==> config.mk <==
export PLATFORM = sky130hd
export DESIGN_NAME = rv32v_memory_top
export DESIGN_NICKNAME = d
export VERILOG_FILES = /design/src/hw/rv32v_mem_pkg.sv /design/src/hw/rv32v_vector_csr.sv /design/src/hw/rv32v_address_scheduler.sv /design/src/hw/rv32v_memory_stage.sv /design/src/hw/rv32v_memory_top.sv
export VERILOG_INCLUDE_DIRS = /design/src /design/src/hw
export SDC_FILE = /design/constraint.sdc
export NUM_CORES = 1
export LEC_CHECK = 0
export BUFFER_PORTS_ARGS = -buffer_cell sky130_fd_sc_hd__clkbuf_2
export CELL_PAD_IN_SITES_DETAIL_PLACEMENT = 1
export CELL_PAD_IN_SITES_GLOBAL_PLACEMENT = 2
export CORE_MARGIN = 3
export CORE_UTILIZATION = 28
export DETAILED_ROUTE_END_ITERATION = 7
export PLACE_DENSITY = 0.67
export REMOVE_ABC_BUFFERS = 1
export SYNTH_ARGS = -nofsm -noshare
export SYNTH_HDL_FRONTEND = slang
export SYNTH_HIERARCHICAL = 1
export SYNTH_SLANG_ARGS = --single-unit
==> constraint.sdc <==
create_clock -name CLK -period 16.65 [get_ports CLK]
set_input_delay 0.8325 -clock CLK [delete_from_list [all_inputs] [get_ports CLK]]
set_output_delay 0.8325 -clock CLK [all_outputs]
set_load 0.02 [all_outputs]
==> src/hw/rv32v_mem_params.svh <==
// ==============================
// Size macros for the RV32V memory stage
// Data width, vector length and lane count
// ==============================

`ifndef RV32V_MEM_PARAMS_SVH
`define RV32V_MEM_PARAMS_SVH

// Scalar data and address width
`define RV32V_XLEN 32

// Vector register length in bytes
`define RV32V_VLENB 16

// Element lanes carried per packet
`define RV32V_LANES 2

`endif

==> src/hw/rv32v_mem_pkg.sv <==
// ==============================
// Enums and packed structs shared by the
// RV32V memory stage and its config block
// ==============================

`include "rv32v_mem_params.svh"

package rv32v_mem_pkg;

  typedef enum logic [1:0] {
    EEW8  = 2'd0,
    EEW16 = 2'd1,
    EEW32 = 2'd2
  } eew_t;

  typedef enum logic [2:0] {
    LMUL1 = 3'd0,
    LMUL2 = 3'd1,
    LMUL4 = 3'd2,
    LMUL8 = 3'd3
  } lmul_t;

  typedef enum logic [1:0] {
    OP_ALU    = 2'd0,
    OP_LOAD   = 2'd1,
    OP_STORE  = 2'd2,
    OP_CONFIG = 2'd3
  } mem_op_t;

  typedef enum logic [1:0] {
    IDLE  = 2'd0,
    LANE0 = 2'd1,
    LANE1 = 2'd2,
    DONE  = 2'd3
  } sched_state_t;

  // next_vtype layout: sew in [2:0], lmul in [5:3]
  typedef struct packed {
    mem_op_t                                  op;
    eew_t                                     eew;
    logic [`RV32V_LANES-1:0][`RV32V_XLEN-1:0] aluresult;
    logic [`RV32V_LANES-1:0][`RV32V_XLEN-1:0] storedata;
    logic [`RV32V_LANES-1:0]                  lane_wen;
    logic [4:0]                               vd;
    logic [7:0]                               ls_idx;
    logic [`RV32V_XLEN-1:0]                   avl;
    logic [7:0]                               next_vtype;
  } ex_mem_t;

  typedef struct packed {
    logic                   ren;
    logic                   wen;
    logic [3:0]             byte_ena;
    logic [`RV32V_XLEN-1:0] addr;
    logic [`RV32V_XLEN-1:0] wdata;
  } dcache_req_t;

  typedef struct packed {
    logic                   dhit;
    logic [`RV32V_XLEN-1:0] dmemload;
  } dcache_rsp_t;

  typedef struct packed {
    logic [`RV32V_LANES-1:0][`RV32V_XLEN-1:0] wdat;
    logic [`RV32V_LANES-1:0]                  lane_wen;
    logic [4:0]                               vd;
    eew_t                                     eew;
    logic [`RV32V_XLEN-1:0]                   vl;
    eew_t                                     sew;
    lmul_t                                    lmul;
  } mem_wb_t;

  typedef struct packed {
    logic [`RV32V_XLEN-1:0] vl;
    eew_t                   sew;
    lmul_t                  lmul;
    logic [`RV32V_XLEN-1:0] vstart;
  } vcfg_t;

endpackage

==> src/hw/rv32v_vector_csr.sv <==
// ==============================
// Vector configuration registers
// vl, vtype (sew/lmul) and vstart
// ==============================

`timescale 1ns/10ps

`include "rv32v_mem_params.svh"

module rv32v_vector_csr (
  input  logic                   CLK,
  input  logic                   nRST,
  input  rv32v_mem_pkg::ex_mem_t ex_in,
  input  logic                   ex_valid,
  input  logic [1:0]             elem_done,
  output rv32v_mem_pkg::vcfg_t   cfg
);
  import rv32v_mem_pkg::*;

  logic                   cfg_wr;
  eew_t                   sew_in;
  lmul_t                  lmul_in;
  logic [`RV32V_XLEN-1:0] elem_cnt;
  logic [`RV32V_XLEN-1:0] vlmax;
  logic [`RV32V_XLEN-1:0] vl_new;
  logic [`RV32V_XLEN-1:0] done_cnt;

  assign cfg_wr  = ex_valid && (ex_in.op == OP_CONFIG);
  assign sew_in  = eew_t'(ex_in.next_vtype[1:0]);
  assign lmul_in = lmul_t'(ex_in.next_vtype[5:3]);

  // VLEN / SEW elements per register, then grouped by lmul
  assign elem_cnt  = (`RV32V_XLEN'(`RV32V_VLENB) << 3) >> (3'd3 + {1'b0, sew_in});
  assign vlmax     = elem_cnt << lmul_in;
  assign vl_new    = (ex_in.avl < vlmax) ? ex_in.avl : vlmax;

  // Elements finished by the scheduler this cycle
  assign done_cnt = `RV32V_XLEN'(elem_done[0]) + `RV32V_XLEN'(elem_done[1]);

  always_ff @(posedge CLK, negedge nRST) begin
    if (!nRST) begin
      cfg <= '0;
    end else if (cfg_wr) begin
      cfg.vl     <= vl_new;
      cfg.sew    <= sew_in;
      cfg.lmul   <= lmul_in;
      cfg.vstart <= '0;
    end else begin
      cfg.vstart <= cfg.vstart + done_cnt;
    end
  end

endmodule

==> src/hw/rv32v_address_scheduler.sv <==
// ==============================
// Address scheduler
// Serializes the active lanes of a vector
// load/store onto one data cache port
// ==============================

`timescale 1ns/10ps

`include "rv32v_mem_params.svh"

module rv32v_address_scheduler (
  input  logic                       CLK,
  input  logic                       nRST,
  input  logic                       start,
  input  rv32v_mem_pkg::ex_mem_t     pkt,
  input  logic [`RV32V_XLEN-1:0]     vl,
  input  logic                       flush,
  output rv32v_mem_pkg::dcache_req_t dc_req,
  input  logic                       dhit,
  output logic [1:0]                 arrived,
  output logic                       done,
  output logic                       busy,
  output logic                       exception
);
  import rv32v_mem_pkg::*;

  sched_state_t           state;
  sched_state_t           next_state;
  ex_mem_t                pkt_q;
  logic                   en1_q;
  logic                   exc_q;
  logic                   is_mem;
  logic                   accept;
  logic [1:0]             lane_en;
  logic [1:0]             misaligned;
  logic                   lane_sel;
  logic                   active;
  logic [`RV32V_XLEN-1:0] cur_addr;
  logic [1:0]             boff;

  // Element address must be a multiple of the element size
  function automatic logic is_aligned(input eew_t eew, input logic [1:0] lo);
    logic ok;
    case (eew)
      EEW16:   ok = (lo[0] == 1'b0);
      EEW32:   ok = (lo == 2'b00);
      default: ok = 1'b1;
    endcase
    return ok;
  endfunction

  assign is_mem = start && ((pkt.op == OP_LOAD) || (pkt.op == OP_STORE));
  assign accept = is_mem && (state == IDLE) && !flush;

  // Lane 1 drops out once its element index reaches vl
  assign lane_en[0] = pkt.lane_wen[0];
  assign lane_en[1] = pkt.lane_wen[1] &&
                      ((`RV32V_XLEN'(pkt.ls_idx) + `RV32V_XLEN'(1)) < vl);

  assign misaligned[0] = lane_en[0] && !is_aligned(pkt.eew, pkt.aluresult[0][1:0]);
  assign misaligned[1] = lane_en[1] && !is_aligned(pkt.eew, pkt.aluresult[1][1:0]);

  always_comb begin
    next_state = state;
    case (state)
      IDLE: begin
        if (accept && (misaligned == 2'b00)) begin
          if (lane_en[0]) begin
            next_state = LANE0;
          end else if (lane_en[1]) begin
            next_state = LANE1;
          end else begin
            // Nothing to access, finish straight away
            next_state = DONE;
          end
        end
      end
      LANE0: begin
        if (dhit) begin
          next_state = en1_q ? LANE1 : IDLE;
        end
      end
      LANE1: begin
        if (dhit) begin
          next_state = IDLE;
        end
      end
      default: next_state = IDLE;
    endcase
  end

  always_ff @(posedge CLK, negedge nRST) begin
    if (!nRST) begin
      state <= IDLE;
      en1_q <= 1'b0;
      exc_q <= 1'b0;
    end else begin
      state <= flush ? IDLE : next_state;
      exc_q <= accept && (misaligned != 2'b00);
      if (accept) begin
        en1_q <= lane_en[1];
      end
    end
  end

  always_ff @(posedge CLK) begin
    if (accept) begin
      pkt_q <= pkt;
    end
  end

  // Request stays put until dhit, then moves on at the next edge
  assign active   = (state == LANE0) || (state == LANE1);
  assign lane_sel = (state == LANE1);
  assign cur_addr = pkt_q.aluresult[lane_sel];
  assign boff     = cur_addr[1:0];

  assign dc_req.ren   = active && (pkt_q.op == OP_LOAD);
  assign dc_req.wen   = active && (pkt_q.op == OP_STORE);
  assign dc_req.addr  = {cur_addr[`RV32V_XLEN-1:2], 2'b00};
  assign dc_req.wdata = pkt_q.storedata[lane_sel] << {boff, 3'b000};

  always_comb begin
    case (pkt_q.eew)
      EEW8:    dc_req.byte_ena = 4'b0001 << boff;
      EEW16:   dc_req.byte_ena = 4'b0011 << boff;
      default: dc_req.byte_ena = 4'b1111;
    endcase
  end

  assign arrived[0] = (state == LANE0) && dhit;
  assign arrived[1] = (state == LANE1) && dhit;

  // Done on the hit of the last active lane, or with no lanes at all
  assign done = (arrived[0] && !en1_q) || arrived[1] || (state == DONE);

  assign busy      = (state != IDLE);
  assign exception = exc_q;

endmodule

==> src/hw/rv32v_memory_stage.sv <==
// ==============================
// RV32V memory stage
// Load buffer, lane extraction and
// writeback latch around the scheduler
// ==============================

`timescale 1ns/10ps

`include "rv32v_mem_params.svh"

module rv32v_memory_stage (
  input  logic                       CLK,
  input  logic                       nRST,
  input  rv32v_mem_pkg::ex_mem_t     ex_in,
  input  logic                       ex_valid,
  input  logic                       flush,
  input  logic [`RV32V_XLEN-1:0]     vl,
  input  rv32v_mem_pkg::vcfg_t       cfg,
  output rv32v_mem_pkg::dcache_req_t dc_req,
  input  rv32v_mem_pkg::dcache_rsp_t dc_rsp,
  output rv32v_mem_pkg::mem_wb_t     wb_out,
  output logic                       wb_valid,
  output logic                       busy,
  output logic                       exception,
  output logic [1:0]                 elem_done
);
  import rv32v_mem_pkg::*;

  ex_mem_t                                  hold_q;
  ex_mem_t                                  src;
  mem_wb_t                                  wb_next;
  logic                                     cfg_pend;
  logic [1:0]                               got_q;
  logic [1:0]                               arrived;
  logic                                     done;
  logic                                     sched_busy;
  logic [`RV32V_XLEN-1:0]                   load_buf;
  logic [`RV32V_XLEN-1:0]                   lane0_word;
  logic [`RV32V_LANES-1:0][`RV32V_XLEN-1:0] load_val;
  logic                                     alu_now;
  logic                                     is_load;
  logic                                     wb_load;

  // Align the element to bit 0 and zero-extend from eew
  function automatic logic [`RV32V_XLEN-1:0] extract(
    input logic [`RV32V_XLEN-1:0] word,
    input logic [1:0]             boff,
    input eew_t                   eew
  );
    logic [`RV32V_XLEN-1:0] s;
    s = word >> {boff, 3'b000};
    case (eew)
      EEW8:    return {24'd0, s[7:0]};
      EEW16:   return {16'd0, s[15:0]};
      default: return s;
    endcase
  endfunction

  rv32v_address_scheduler sched0 (
    .CLK       (CLK),
    .nRST      (nRST),
    .start     (ex_valid),
    .pkt       (ex_in),
    .vl        (vl),
    .flush     (flush),
    .dc_req    (dc_req),
    .dhit      (dc_rsp.dhit),
    .arrived   (arrived),
    .done      (done),
    .busy      (sched_busy),
    .exception (exception)
  );

  // Holding register for the packet in flight
  always_ff @(posedge CLK) begin
    if (ex_valid) begin
      hold_q <= ex_in;
    end
  end

  // Lane 0 word kept until the packet completes
  always_ff @(posedge CLK) begin
    if (arrived[0]) begin
      load_buf <= dc_rsp.dmemload;
    end
  end

  always_ff @(posedge CLK, negedge nRST) begin
    if (!nRST) begin
      cfg_pend <= 1'b0;
      got_q    <= 2'b00;
    end else begin
      cfg_pend <= ex_valid && (ex_in.op == OP_CONFIG) && !flush;
      if (ex_valid) begin
        got_q <= 2'b00;
      end else begin
        got_q <= got_q | arrived;
      end
    end
  end

  // Lane 0 bypasses the buffer when it is the only lane
  assign lane0_word  = arrived[0] ? dc_rsp.dmemload : load_buf;
  assign load_val[0] = extract(lane0_word, hold_q.aluresult[0][1:0], hold_q.eew);
  assign load_val[1] = extract(dc_rsp.dmemload, hold_q.aluresult[1][1:0], hold_q.eew);

  assign alu_now = ex_valid && (ex_in.op == OP_ALU);
  assign is_load = !alu_now && (hold_q.op == OP_LOAD);
  assign wb_load = alu_now || cfg_pend || done;
  assign src     = alu_now ? ex_in : hold_q;

  always_comb begin
    wb_next.wdat = is_load ? load_val : src.aluresult;
    if (alu_now) begin
      wb_next.lane_wen = ex_in.lane_wen;
    end else if (is_load) begin
      wb_next.lane_wen = got_q | arrived;
    end else begin
      // Stores and config writes update no vector register
      wb_next.lane_wen = 2'b00;
    end
    wb_next.vd   = src.vd;
    wb_next.eew  = src.eew;
    wb_next.vl   = cfg.vl;
    wb_next.sew  = cfg.sew;
    wb_next.lmul = cfg.lmul;
  end

  // Writeback latch
  always_ff @(posedge CLK, negedge nRST) begin
    if (!nRST) begin
      wb_valid <= 1'b0;
    end else begin
      wb_valid <= wb_load && !flush;
    end
  end

  always_ff @(posedge CLK) begin
    if (wb_load) begin
      wb_out <= wb_next;
    end
  end

  // Config writeback occupies the latch for one extra cycle
  assign busy      = sched_busy || cfg_pend;
  assign elem_done = arrived;

endmodule

==> src/hw/rv32v_memory_top.sv <==
// ==============================
// RV32V memory stage top
// Config block beside the memory stage
// ==============================

`timescale 1ns/10ps

module rv32v_memory_top (
  input  logic                       CLK,
  input  logic                       nRST,
  input  rv32v_mem_pkg::ex_mem_t     ex_in,
  input  logic                       ex_valid,
  input  logic                       flush,
  input  rv32v_mem_pkg::dcache_rsp_t dc_rsp,
  output rv32v_mem_pkg::dcache_req_t dc_req,
  output rv32v_mem_pkg::mem_wb_t     wb_out,
  output logic                       wb_valid,
  output logic                       busy,
  output logic                       exception,
  output rv32v_mem_pkg::vcfg_t       cfg
);

  logic [1:0] elem_done;

  rv32v_vector_csr csr0 (
    .CLK       (CLK),
    .nRST      (nRST),
    .ex_in     (ex_in),
    .ex_valid  (ex_valid),
    .elem_done (elem_done),
    .cfg       (cfg)
  );

  rv32v_memory_stage stage0 (
    .CLK       (CLK),
    .nRST      (nRST),
    .ex_in     (ex_in),
    .ex_valid  (ex_valid),
    .flush     (flush),
    .vl        (cfg.vl),
    .cfg       (cfg),
    .dc_req    (dc_req),
    .dc_rsp    (dc_rsp),
    .wb_out    (wb_out),
    .wb_valid  (wb_valid),
    .busy      (busy),
    .exception (exception),
    .elem_done (elem_done)
  );

endmodule

Word level (Yosys, flattened, before mapping) --
Index checks and enable logic that the tools add are counted. W data, S select, Z words.
Storage, ports and cells: register bits 538, latch bits 0, bits in writable memories 0, memory bits (read-only) 0, bits of input ports 224, output and inout port bits 252, logic and storage cells 134, memories 0
Cells by class: add/sub/neg operators 4, $mul 0, divide/modulo/power cells 0, $lt $le $gt $ge 3, equal/unequal tests 16, shift operators 7, multiplexer cells 25, bitwise logic cells 3, reduce and logical (&&, ||, !) cells 40
Operators by type and width (count):
- $mux W32 | 7
- $mux W185 | 1
- $pmux W32 S2 | 2
- $mux W64 | 1
- $shr A32 B5 Y32 | 2
- $add A32 B32 Y32 | 1
- $lt A32 B32 Y1 | 1
- $lt A9 B32 Y1 | 1
- $shl A32 B3 Y32 | 1
- $shl A32 B5 Y32 | 1
- $shr A8 B3 Y32 const A | 1
- $logic_and A1 B1 Y1 | 18
- $mux W2 | 9
- $eq A2 B1 Y1 const B | 7
- $logic_not A2 Y1 | 7
- $eq A2 B2 Y1 const B | 6
- $add A8 B1 Y9 const B | 1
- $ne A3 B3 Y1 const B | 3
- $pmux W4 S2 | 1
- $logic_or A1 B1 Y1 | 7
- $pmux W2 S3 | 1
- $logic_not A1 Y1 | 5
- $pmux W1 S2 | 2
- $reduce_bool A2 Y1 | 2
- other kinds (9) | 10

Longest topological paths before layout --
Gate-level depths: netlist of the first run.
depth in word-level cells 9, gate-level depth with buffers 14, depth with buffers taken out 12

Cells and area by module --
The synthesis of the first run kept the hierarchy.
By module, submodules not included:
- rv32v_memory_stage | instances 1, cells each 617, area an instance 9298.9 um^2, seq. area each 6236.0 um^2
- rv32v_address_scheduler | instances 1, cells each 420, area an instance 6407.4 um^2, seq. area each 4063.9 um^2
- rv32v_vector_csr | instances 1, cells each 361, area an instance 3573.4 um^2, seq. area each 1726.7 um^2

Worst setup path after synthesis of the first run --
Ideal clock, no wire load.
path type in2reg, start point in ex_in[185] (netlist bit), end point reg stage0.sched0.state[1], setup time 126 ps, arrival 6430 ps, required time 16524 ps, path slack 10094 ps, stages 5, path buffers 0, cell sequence xnor2_1 nor4b_4 o311ai_1 a21o_1 a311o_1
On the way: word-level cells in the longest chain between the ends 8, elaborated cells on any way between the ends 9, those cells by class 3 x eq/ne; 6 x reduce/logical
Ends and longest elaborated chain:
- from (decl) | RTL line rv32v_memory_top.sv:11 | input rv32v_mem_pkg::ex_mem_t ex_in,
- $eq A2 B1 Y1 or $eq A2 B2 Y1 (tied branches) | RTL line rv32v_address_scheduler.sv:52 | assign is_mem = start && ((pkt.op == OP_LOAD) || (pkt.op == OP_STORE));
- $logic_or A1 B1 Y1 (*) | RTL line rv32v_address_scheduler.sv:52
- $logic_and A1 B1 Y1 (*) | RTL line rv32v_address_scheduler.sv:52
- $logic_and A1 B1 Y1 (*) (2 in series) | RTL line rv32v_address_scheduler.sv:53 | assign accept = is_mem && (state == IDLE) && !flush;
- net stage0.sched0.accept | RTL line rv32v_address_scheduler.sv:33 | logic accept;
- $logic_and A1 B1 Y1 (*) | RTL line rv32v_address_scheduler.sv:67 | if (accept && (misaligned == 2'b00)) begin
- $ne A3 B3 Y1 (no source line) (*)
- $reduce_and A3 Y1 (no source line) (*)
- to (signal assigned) | RTL line rv32v_address_scheduler.sv:98 | state <= flush ? IDLE : next_state;
- to (decl) | RTL line rv32v_address_scheduler.sv:27 | sched_state_t state;
The timed path passes the listed nets; every way through them passes the cells marked *. A chain may end at the register's enable or synchronous reset.

==> out/qor.txt, run 1 <==
Max Root-Sink Buffers -> 3
Initial antenna violation count -> 13
RSZ-0062 raised after global routing -> no
IO Port Bufs -> 470
Achievable clock frequency -> 230 MHz
Clock Sinks -> 424
CP max stage delay -> 0.78 ns
DIE WIDTH -> 268 microns
First-pass GRT wire length -> 97500 microns
P per Cell Area -> 122 mW/mm^2
Resized cells post-CTS -> 0
WP data arrival -> 3.52 ns
Vias in the first global route -> 14848
Static leakage -> 9.79 nW
Fin crit period -> 4.35 ns
Library cells used by synthesis -> 83
Startpoint Class -> flop
Largest net degree at the start of global routing -> 92
CP endpoint kind -> output pin
Total global-route track usage -> 0.180
Layout Cells excl Fill -> 2780
Area delta synth->final -> 25.3%
Seq/Total Area, Yosys -> 0.624
Register-to-Register Setup Slack -> 12.38 ns
Max-slew violations -> 0
Worst Path Required -> 15.82 ns
Setup bufs post-CTS -> 0
Status -> complete, no violations
Drt drc -> 0
Reg-to-reg endpoint -> csr0/cfg[26]$_DFF_PN0_
Cts hold-fix bufs -> 0
Ys async rst share -> 0.182
Crit Reg-Reg Startpoint -> stage0/sched0/state[0]$_DFFE_PN0P_
Clock Skews -> 0.0146 ns
CP Cell Sequence -> inv_1 > ha_4 > mux2i_4 > nand2_1 > o22ai_1 > clkbuf_2
Drt first pass iters -> 6
Reg clk slew, reported paths -> 0.06 ns
Final wirelength -> 66300 microns
Max_cap viols -> 0
Htree depth -> 2
CTS buffer count -> 50
CP bufs+invs -> 2
Critical Path Slowest Stage Cell -> mux2i_4
Clock latency on the worst-skew pair -> 0.59 ns
Core area -> 0.0676 sq mm
Placed Cells -> 2681
Main synth FF type -> edfxtp_1
Final hold viol count -> 0
CTS tree -> done
Share of cells above drive strength 1 -> 0.385
Setup TNS -> 0 ns
Site Rows -> 95
Clock root cell -> clkbuf_16
Commonest cells after routing, fill and taps aside -> clkbuf_2 (468), edfxtp_1 (315), nor2_1 (109), nand2_1 (101), mux2_2 (88)
Dpl hpwl -> 46800 microns
Yosys reg bits -> 424
Routed vias -> 13754
Final setup vio count -> 0
DR vias/cell -> 4.95
# IOs -> 476
Die height -> 268 microns
WS Path Type -> flop to output pin
Initial Util -> 0.285
Antenna Nets Post-Route -> 0
Reg2Reg Depth -> 13
Multi-input gate area -> 0.00674 sq mm
Die ar. -> 0.0720 sq mm
Worst-Margin Slew -> 1.20 ns
Largest delay share family, worst path -> multiplexers
Layout fillers -> 7278
Commonest non-fill, non-tap cell in the layout -> clkbuf_2
Max VDD drop -> 0.0809 mV
Hold Path Class -> input pin to asynchronous set/reset pin
Post-Syn Area -> 0.0193 sq mm
Nets -> 2111
Grt ovf -> 0
Slew Limit Headroom -> 0.198
Warnings, synthesis -> 6
DRT iter0 DRCs -> 808
Post-synth EDFFs -> 315
Syn_area_per_cell -> 13.8 sq um
Tcrit/Tclk final -> 0.261
CP Max Fanout -> 37
Placer congestion estimate -> 0.783
Sequential Area -> 0.0120 sq mm
Wire length per cell -> 23.8 microns
Cells after Synth -> 1398
-- cells in the mapped netlist (4+ instances only) --
library cell	count	area, sq um
a211oi_1	21	158
a21o_1	4	30.0
a21oi_1	40	200
a221o_1	8	80.1
a221oi_1	8	70.1
a22oi_1	17	128
a31oi_1	20	125
a32oi_1	8	70.1
and2_1	26	163
and3_1	17	106
and4_1	5	43.8
buf_1	6	22.5
buf_2	26	130
buf_4	9	67.6
clkbuf_1	37	139
dfrtp_1	77	1930
dfxtp_1	32	641
edfxtp_1	315	9460
ha_1	26	325
inv_1	38	143
mux2_2	88	991
mux2i_1	50	500
mux4_1	4	105
mux4_2	37	833
nand2_1	101	379
nand2b_1	7	43.8
nand3_1	17	85.1
nand4_1	16	100
nor2_1	109	409
nor2b_1	13	81.3
nor3_1	11	55.1
nor4_1	7	43.8
nor4bb_1	12	120
o211ai_1	8	60.1
o21ai_0	29	145
o21ai_1	12	60.1
o21bai_1	7	52.6
o22ai_1	24	150
or2_2	5	31.3
or3_1	5	31.3
or4_1	4	30.0
xnor2_1	11	96.3
xor2_1	22	193
-- worst register-to-register path, delay by kind of cell, from the launching register on --
family,cells,cell delay [ns]
flip-flops,1,0.41
adder cells (fa/ha/maj),3,1.10
buffers and inverters,4,1.00
AND/OR/NAND/NOR,5,1.40
XOR/XNOR,1,0.17
-- registers in the layout (all words and copies together), names as in the netlist --
name	flops
csr0/cfg	69
stage0/got_q	2
stage0/sched0/exception	1
stage0/sched0/state	2
stage0/sched0/en1_q	1
stage0/wb_out	110
stage0/wb_valid	1
stage0/load_buf	32
stage0/sched0/pkt_q	132
stage0/cfg_pend	1
stage0/hold_q	73
-- per-layer routing --
metal	global-route usage	vias up	routed length (microns)
met5	0	-	81
met4	0.0515	12	1690
met3	0.0500	98	4790
met2	0.310	393	32600
met1	0.222	7005	27100
li1	-	6246	-
-- stage by stage --
step                      power (mW)  setup WS (ns)  hold WS [ns]  utilization  cell area (sq um)
after floorplan                 1.67          10.09         0.447            -              18900
after global placement          1.89          12.31         0.459        0.333              22500
after CTS                       3.00          12.21         0.187        0.357              24100
after global routing            3.09          11.95         0.209        0.357              24100
after detailed placement        1.90          12.30         0.470        0.333              22500
final                           2.95          12.30         0.213        0.357              24100
-- logic make-up (layout without fill, tap and decap cells) --
group | Yosys count | after routing | synth area share
other | 1 | 8 | 0.000195
muxes | 182 | 182 | 0.129
AOI/OAI and AO/OA | 232 | 232 | 0.0824
adders and majority gates | 27 | 27 | 0.0179
buffers and inverters | 123 | 625 | 0.0295
xor gates and xnor gates | 33 | 33 | 0.0150
and+or+nand+nor | 376 | 376 | 0.102
DFF | 424 | 424 | 0.624
-- how the worst max path moves through the flow --
stage                                        from                                  to  slack [ns]  cells past startpoint
4_1_cts        stage0/sched0/state[0]$_DFFE_PN0P_                          dc_req[21]       12.21                      6
3_5_place_dp   stage0/sched0/state[0]$_DFFE_PN0P_              csr0/cfg[22]$_DFF_PN0_       12.30                     13
5_1_grt        stage0/sched0/state[0]$_DFFE_PN0P_              csr0/cfg[28]$_DFF_PN0_       11.95                     13
3_3_place_gp   stage0/sched0/state[0]$_DFFE_PN0P_              csr0/cfg[26]$_DFF_PN0_       12.31                     13
6_report       stage0/sched0/state[0]$_DFFE_PN0P_                          dc_req[21]       12.30                      6
2_1_floorplan                          ex_in[185]  stage0/sched0/state[1]$_DFFE_PN0P_       10.09                      5
-- report_power, final --
group	internal (mW)	leakage, nW	switching [mW]	total, mW
sequential	1.26	4.29	0.0525	1.32
combinational	0.216	4.73	0.339	0.555
clock	0.618	0.779	0.464	1.08
-- cell type report --
type | count | area share
Antenna cell | 6 | 0.000622
Sequential cell | 424 | 0.498
Clock buffer | 62 | 0.0550
Multi-Input combinational cell | 852 | 0.279
Tap cell | 873 | 0.0452
Clock inverter | 31 | 0.0113
Timing Repair Buffer | 493 | 0.105
Inverter | 39 | 0.00606
Power figures use the tool's default switching activity.
==> run 2: changes to the inputs <==
- PLACE_DENSITY: 0.67 -> 0.69
- clock period: 16.65 -> 3.6 ns (I/O delays scaled with it)
==> run 2 against run 1 <==
  * Via count increased by 6.8%
  * Combinational power increased to 5.0 times the previous value
  * Non-clock buffer count increased by 198
  * Critical path type unchanged
  * Largest cell class unchanged
==> out/qor.txt, run 2 (synthesized netlist as in run 1, its figures left out) <==
Final hold viol count -> 0
CP bufs+invs -> 5
Clock Sinks -> 424
Grt ovf -> 0
Uppermost layer routed -> met5
CTS buffer count -> 50
Achievable clock frequency -> 297 MHz
DIE WIDTH -> 268 microns
Critical Path Slowest Stage Cell -> mux4_2
WP data arrival -> 3.19 ns
Dpl hpwl -> 48400 microns
Largest net degree at the start of global routing -> 78
Final Core Density -> 0.387
Most used cell, CP -> inv_1
Largest reg by FF count -> stage0/sched0/pkt_q
Area delta synth->final -> 35.6%
# IOs -> 476
Initial Util -> 0.285
Final setup vio count -> 0
Largest delay share family, worst path -> buffers and inverters
Antenna Nets Post-Route -> 0
Wire length per cell -> 23.2 microns
CTS tree -> done
Final wirelength -> 69100 microns
Hold Path Class -> input pin to flop
Worst-Margin Slew -> 1.14 ns
P per Cell Area -> 532 mW/mm^2
Nets -> 2309
Critical Path Start -> stage0/sched0/state[0]$_DFFE_PN0P_
Core area -> 0.0676 sq mm
Clock root cell -> clkbuf_16
Clock latency on the worst-skew pair -> 0.62 ns
Setup bufs post-CTS -> 0
Die ar. -> 0.0720 sq mm
Max_cap viols -> 0
M1 WL -> 28900 microns
Initial antenna violation count -> 8
DR vias/cell -> 4.94
Drt drc -> 0
Crit Reg-Reg Startpoint -> stage0/sched0/state[1]$_DFFE_PN0P_
Metal3 WL -> 4310 microns
CP max stage delay -> 0.47 ns
Startpoint Class -> flop
Drt first pass iters -> 6
CP endpoint kind -> output pin
Vias in the first global route -> 15569
Htree depth -> 2
Min Hold Slack -> 0.0429 ns
Placer congestion estimate -> 0.797
Met2 wire len -> 33900 microns
Max VDD drop -> 0.295 mV
RSZ-0062 raised after global routing -> no
Commonest non-fill, non-tap cell in the layout -> clkbuf_2
DRT iter0 DRCs -> 946
CP Cell Sequence -> inv_1 > ha_4 > buf_6 > mux2i_4 > buf_4 > mux2i_1 > mux4_2 > inv_1 > clkbuf_2
Commonest cells after routing, fill and taps aside -> clkbuf_2 (468), edfxtp_1 (315), dlygate4sd3_1 (189), nor2_1 (109), nand2_1 (101)
Reg clk slew, reported paths -> 0.06 ns
First-pass GRT wire length -> 101000 microns
Fin crit period -> 3.37 ns
IO Port Bufs -> 470
Tcrit/Tclk final -> 0.936
Clock Skews -> 0.0456 ns
Slew Limit Headroom -> 0.240
Largest regs -> stage0/sched0/pkt_q x132, stage0/wb_out x110, stage0/hold_q x73
Routed vias -> 14689
Max Root-Sink Buffers -> 3
Worst Path Required -> 3.42 ns
Total global-route track usage -> 0.187
Die height -> 268 microns
CP Max Fanout -> 51
Share of cells above drive strength 1 -> 0.351
Static leakage -> 10.6 nW
Max-slew violations -> 0
Site Rows -> 95
Max reg flops -> 132
Hold path startpoint -> ex_in[5]
WS Path Type -> flop to output pin
Status -> complete, no violations
[run 2: final timing paths]
kind / slack (ns) / cells after the start / endpoint
max in group asynchronous: 2.56 / 2 / csr0/cfg[45]$_DFFE_PN0P_
worst min register to register: 0.48 / 2 / stage0/got_q[0]$_DFF_PN0_
min in group asynchronous: 0.36 / 2 / stage0/sched0/state[1]$_DFFE_PN0P_
worst min-delay path: 0.04 / 3 / csr0/cfg[46]$_DFFE_PN0P_
worst max-delay path: 0.23 / 9 / dc_req[29]
worst max register to register: 0.47 / 12 / csr0/cfg[28]$_DFF_PN0_
[run 2: worst register-to-register path, stage by stage (launching register included)]
cell,delay [ns]
dfrtp_1,0.44
inv_1,0.11
ha_1,0.22
and2_4,0.17
inv_1,0.05
fa_1,0.44
inv_1,0.10
ha_1,0.21
nand4_1,0.29
nor4b_4,0.54
nand4_1,0.17
xor2_1,0.16
nor2_1,0.06
[run 2: timing repair]
| item | in CTS | in global routing |
|---|---|---|
| gates resized for setup | 2 | 0 |
| endpoints found under the hold margin | 393 | 0 |
| endpoints found under the setup margin | 8 | 0 |
| hold buffers | 189 | 0 |
[run 2: per-stage QoR]
stage               std cells  worst slack, ns  TNS [ns]  cell area [sq um]  power [mW]
floorplan                1315            -2.74   -531.88              18900        7.70
global placement         2690            0.535         0              22600        8.74
detailed placement       2690            0.469         0              22600        8.81
CTS                      2971            0.164         0              26100        14.1
global route             2973           0.0406         0              26200        14.5
finish                   2974            0.232         0              26200        13.9
[run 2: metal layers]
| layer | up-vias | GRT usage |
|---|---|---|
| met4 | 10 | 0.0597 |
| met1 | 7442 | 0.235 |
| met5 | - | 0 |
| met3 | 111 | 0.0409 |
| li1 | 6673 | - |
| met2 | 453 | 0.321 |
[run 2: power by group]
group / switching [mW] / internal [mW] / total, mW
combinational: 1.62 / 1.16 / 2.77
sequential: 0.268 / 5.84 / 6.11
clock: 2.20 / 2.82 / 5.02
[run 2: layout make-up]
type,instances,area [sq um]
repair buffers,691,4530
multi-input cells,852,6740
fillers,7246,41500
clock buffers,62,1300
flip-flops and latches,424,12000
well taps,873,1090
clock inverters,30,310
inverters,39,146
diodes,3,7.51
==> run 3: changes to the inputs <==
- CORE_MARGIN: 3 -> not set
- PLACE_DENSITY: 0.69 -> 0.67
- clock period: 3.6 -> 4.04 ns (I/O delays scaled with it)
==> run 3 against run 2 <==
  * Routed wire length down 2.1%
  * Critical path type unchanged
  * Global-route usage grew 0.27 points
  * First-iteration DRC count shrank 14%
  * Utilization grew 0.083 points
  * Count of clock-buffer cells in the layout decreased by 1
  * Flip-flop and latch count unchanged
==> out/qor.txt, run 3 (synthesized netlist as in run 1, its figures left out) <==
Status -> complete, no violations
DIE WIDTH -> 264 microns
Initial antenna violation count -> 6
First-pass GRT wire length -> 100000 microns
Total power -> 12.6 mW
Hold path startpoint -> dc_rsp[26]
Max reg flops -> 132
Dpl hpwl -> 46300 microns
CP endpoint kind -> output pin
Placer congestion estimate -> 0.790
CP max stage delay -> 0.75 ns
Tcrit/Tclk final -> 0.912
Total global-route track usage -> 0.190
Commonest non-fill, non-tap cell in the layout -> clkbuf_2
Clock latency on the worst-skew pair -> 0.62 ns
Max Root-Sink Buffers -> 3
Die ar. -> 0.0699 sq mm
Site Rows -> 95
Worst Path Required -> 3.84 ns
Hold Path Class -> input pin to flop
Achievable clock frequency -> 271 MHz
WP data arrival -> 3.48 ns
IO Port Bufs -> 470
CP Cell Sequence -> inv_1 > ha_4 > buf_4 > mux2i_4 > mux2i_1 > mux4_2 > inv_1 > clkbuf_2
Setup TNS -> 0 ns
Drt drc -> 0
Share of cells above drive strength 1 -> 0.354
CP Max Fanout -> 37
Min Hold Slack -> 0.0549 ns
Largest regs -> stage0/sched0/pkt_q x132, stage0/wb_out x110, stage0/hold_q x73
Wire length per cell -> 22.8 microns
Antenna Nets Post-Route -> 0
Fin crit period -> 3.69 ns
Setup slack after placement -> 0.732 ns
Clock Sinks -> 424
Largest net degree at the start of global routing -> 66
GRT met3 Usage -> 0.0412
Vias in the first global route -> 15664
Slew Limit Headroom -> 0.145
Static leakage -> 10.7 nW
Combinational Power Share -> 0.196
Switch share -> 0.288
Area delta synth->final -> 35.9%
Largest delay share family, worst path -> multiplexers
GRT busiest layer -> met2
Die height -> 264 microns
RSZ-0062 raised after global routing -> no
Flop pwr share -> 0.430
CP bufs+invs -> 4
Max VDD drop -> 0.281 mV
# IOs -> 476
Final wirelength -> 67600 microns
Initial Util -> 0.285
Nets -> 2301
Final hold viol count -> 0
Largest reg by FF count -> stage0/sched0/pkt_q
Drt first pass iters -> 6
Reg clk slew, reported paths -> 0.06 ns
Most used cell, CP -> inv_1
Htree depth -> 2
WS Path Type -> flop to output pin
Worst-Margin Slew -> 1.28 ns
Critical Path Start -> stage0/sched0/state[0]$_DFFE_PN0P_
Clock Skews -> 0.0344 ns
DRT iter0 DRCs -> 816
Clock root cell -> clkbuf_16
Global Route met1 Usage -> 0.232
Cell Int Power -> 8.99 mW
Min setup slack post-route -> 0.354 ns
GRT met2 Usage -> 0.328
Crit Reg-Reg Startpoint -> stage0/sched0/state[1]$_DFFE_PN0P_
Psw -> 3.63 mW
Startpoint Class -> flop
Grt ovf -> 0
Final Core Density -> 0.388
Final setup vio count -> 0
CTS tree -> done
DR vias/cell -> 4.88
CTS buffer count -> 50
Max_cap viols -> 0
Core area -> 0.0676 sq mm
Routed vias -> 14508
Commonest cells after routing, fill and taps aside -> clkbuf_2 (468), edfxtp_1 (315), dlygate4sd3_1 (185), nor2_1 (109), nand2_1 (100)
Max-slew violations -> 0
Clock power share -> 0.374
Critical Path Slowest Stage Cell -> mux2i_4
P per Cell Area -> 482 mW/mm^2
-- run 3: path summary, 6_finish.rpt --
kind                                          endpoint  slack (ns)  depth (start not counted)
setup / recovery                            dc_req[24]        0.35                          8
hold / removal             stage0/load_buf[26]$_DFF_P_        0.05                          2
setup reg to reg           stage0/wb_out[25]$_DFFE_PP_        0.86                          7
hold reg to reg             stage0/load_buf[4]$_DFF_P_        0.48                          1
max in group asynchronous    stage0/wb_valid$_DFF_PN0_        2.90                          3
min in group asynchronous     csr0/cfg[65]$_DFFE_PN0P_        0.13                          2
-- run 3: worst reg2reg max path, cell delays in order (launching register included) --
cell and delay, ns:
dfrtp_1 0.44, inv_1 0.11, ha_1 0.20, and2_4 0.16, buf_4 0.65, a211o_1 0.27
or3_4 0.70, buf_12 0.29
-- run 3: power by group through the flow --
stage               Clock (mW)  Sequential (mW)  Combinational [mW]
floorplan                    0             5.68                1.18
detailed placement           0             5.51                2.33
global route              5.01             5.47                2.65
finish                    4.73             5.42                2.48
global placement             0             5.49                2.30
CTS                       4.86             5.43                2.50
-- run 3: per-layer routing --
metal	share of wire	wire length [microns]	vias to the layer above
li1	-	-	6641
met1	0.42	28500	7345
met2	0.49	33400	423
met3	0.055	3700	99
met4	0.029	1980	0
met5	0	0	-
-- run 3: what timing repair did --
| item | CTS | global route |
|---|---|---|
| setup endpoints to repair | 0 | 16 |
| gates resized for setup | 0 | 2 |
| hold endpoints to repair | 339 | 0 |
| setup buffers | 0 | 0 |
| hold buffers | 185 | 0 |
-- run 3: layout make-up --
| cell class | instances | area [sq um] |
|---|---|---|
| multi-input cells | 852 | 6750 |
| flip-flops and latches | 424 | 12000 |
| fillers | 7276 | 41400 |
| diodes | 6 | 15.0 |
| repair buffers | 683 | 4440 |
| inverters | 39 | 146 |
| clock inverters | 33 | 400 |
| clock buffers | 61 | 1330 |
| well taps | 873 | 1090 |
-- run 3: stage by stage --
step,cells,instance area (sq um)
final,2971,26200
after global placement,2686,22600
after CTS,2965,26200
after global routing,2970,26200
after floorplan,1315,18900
after detailed placement,2686,22600
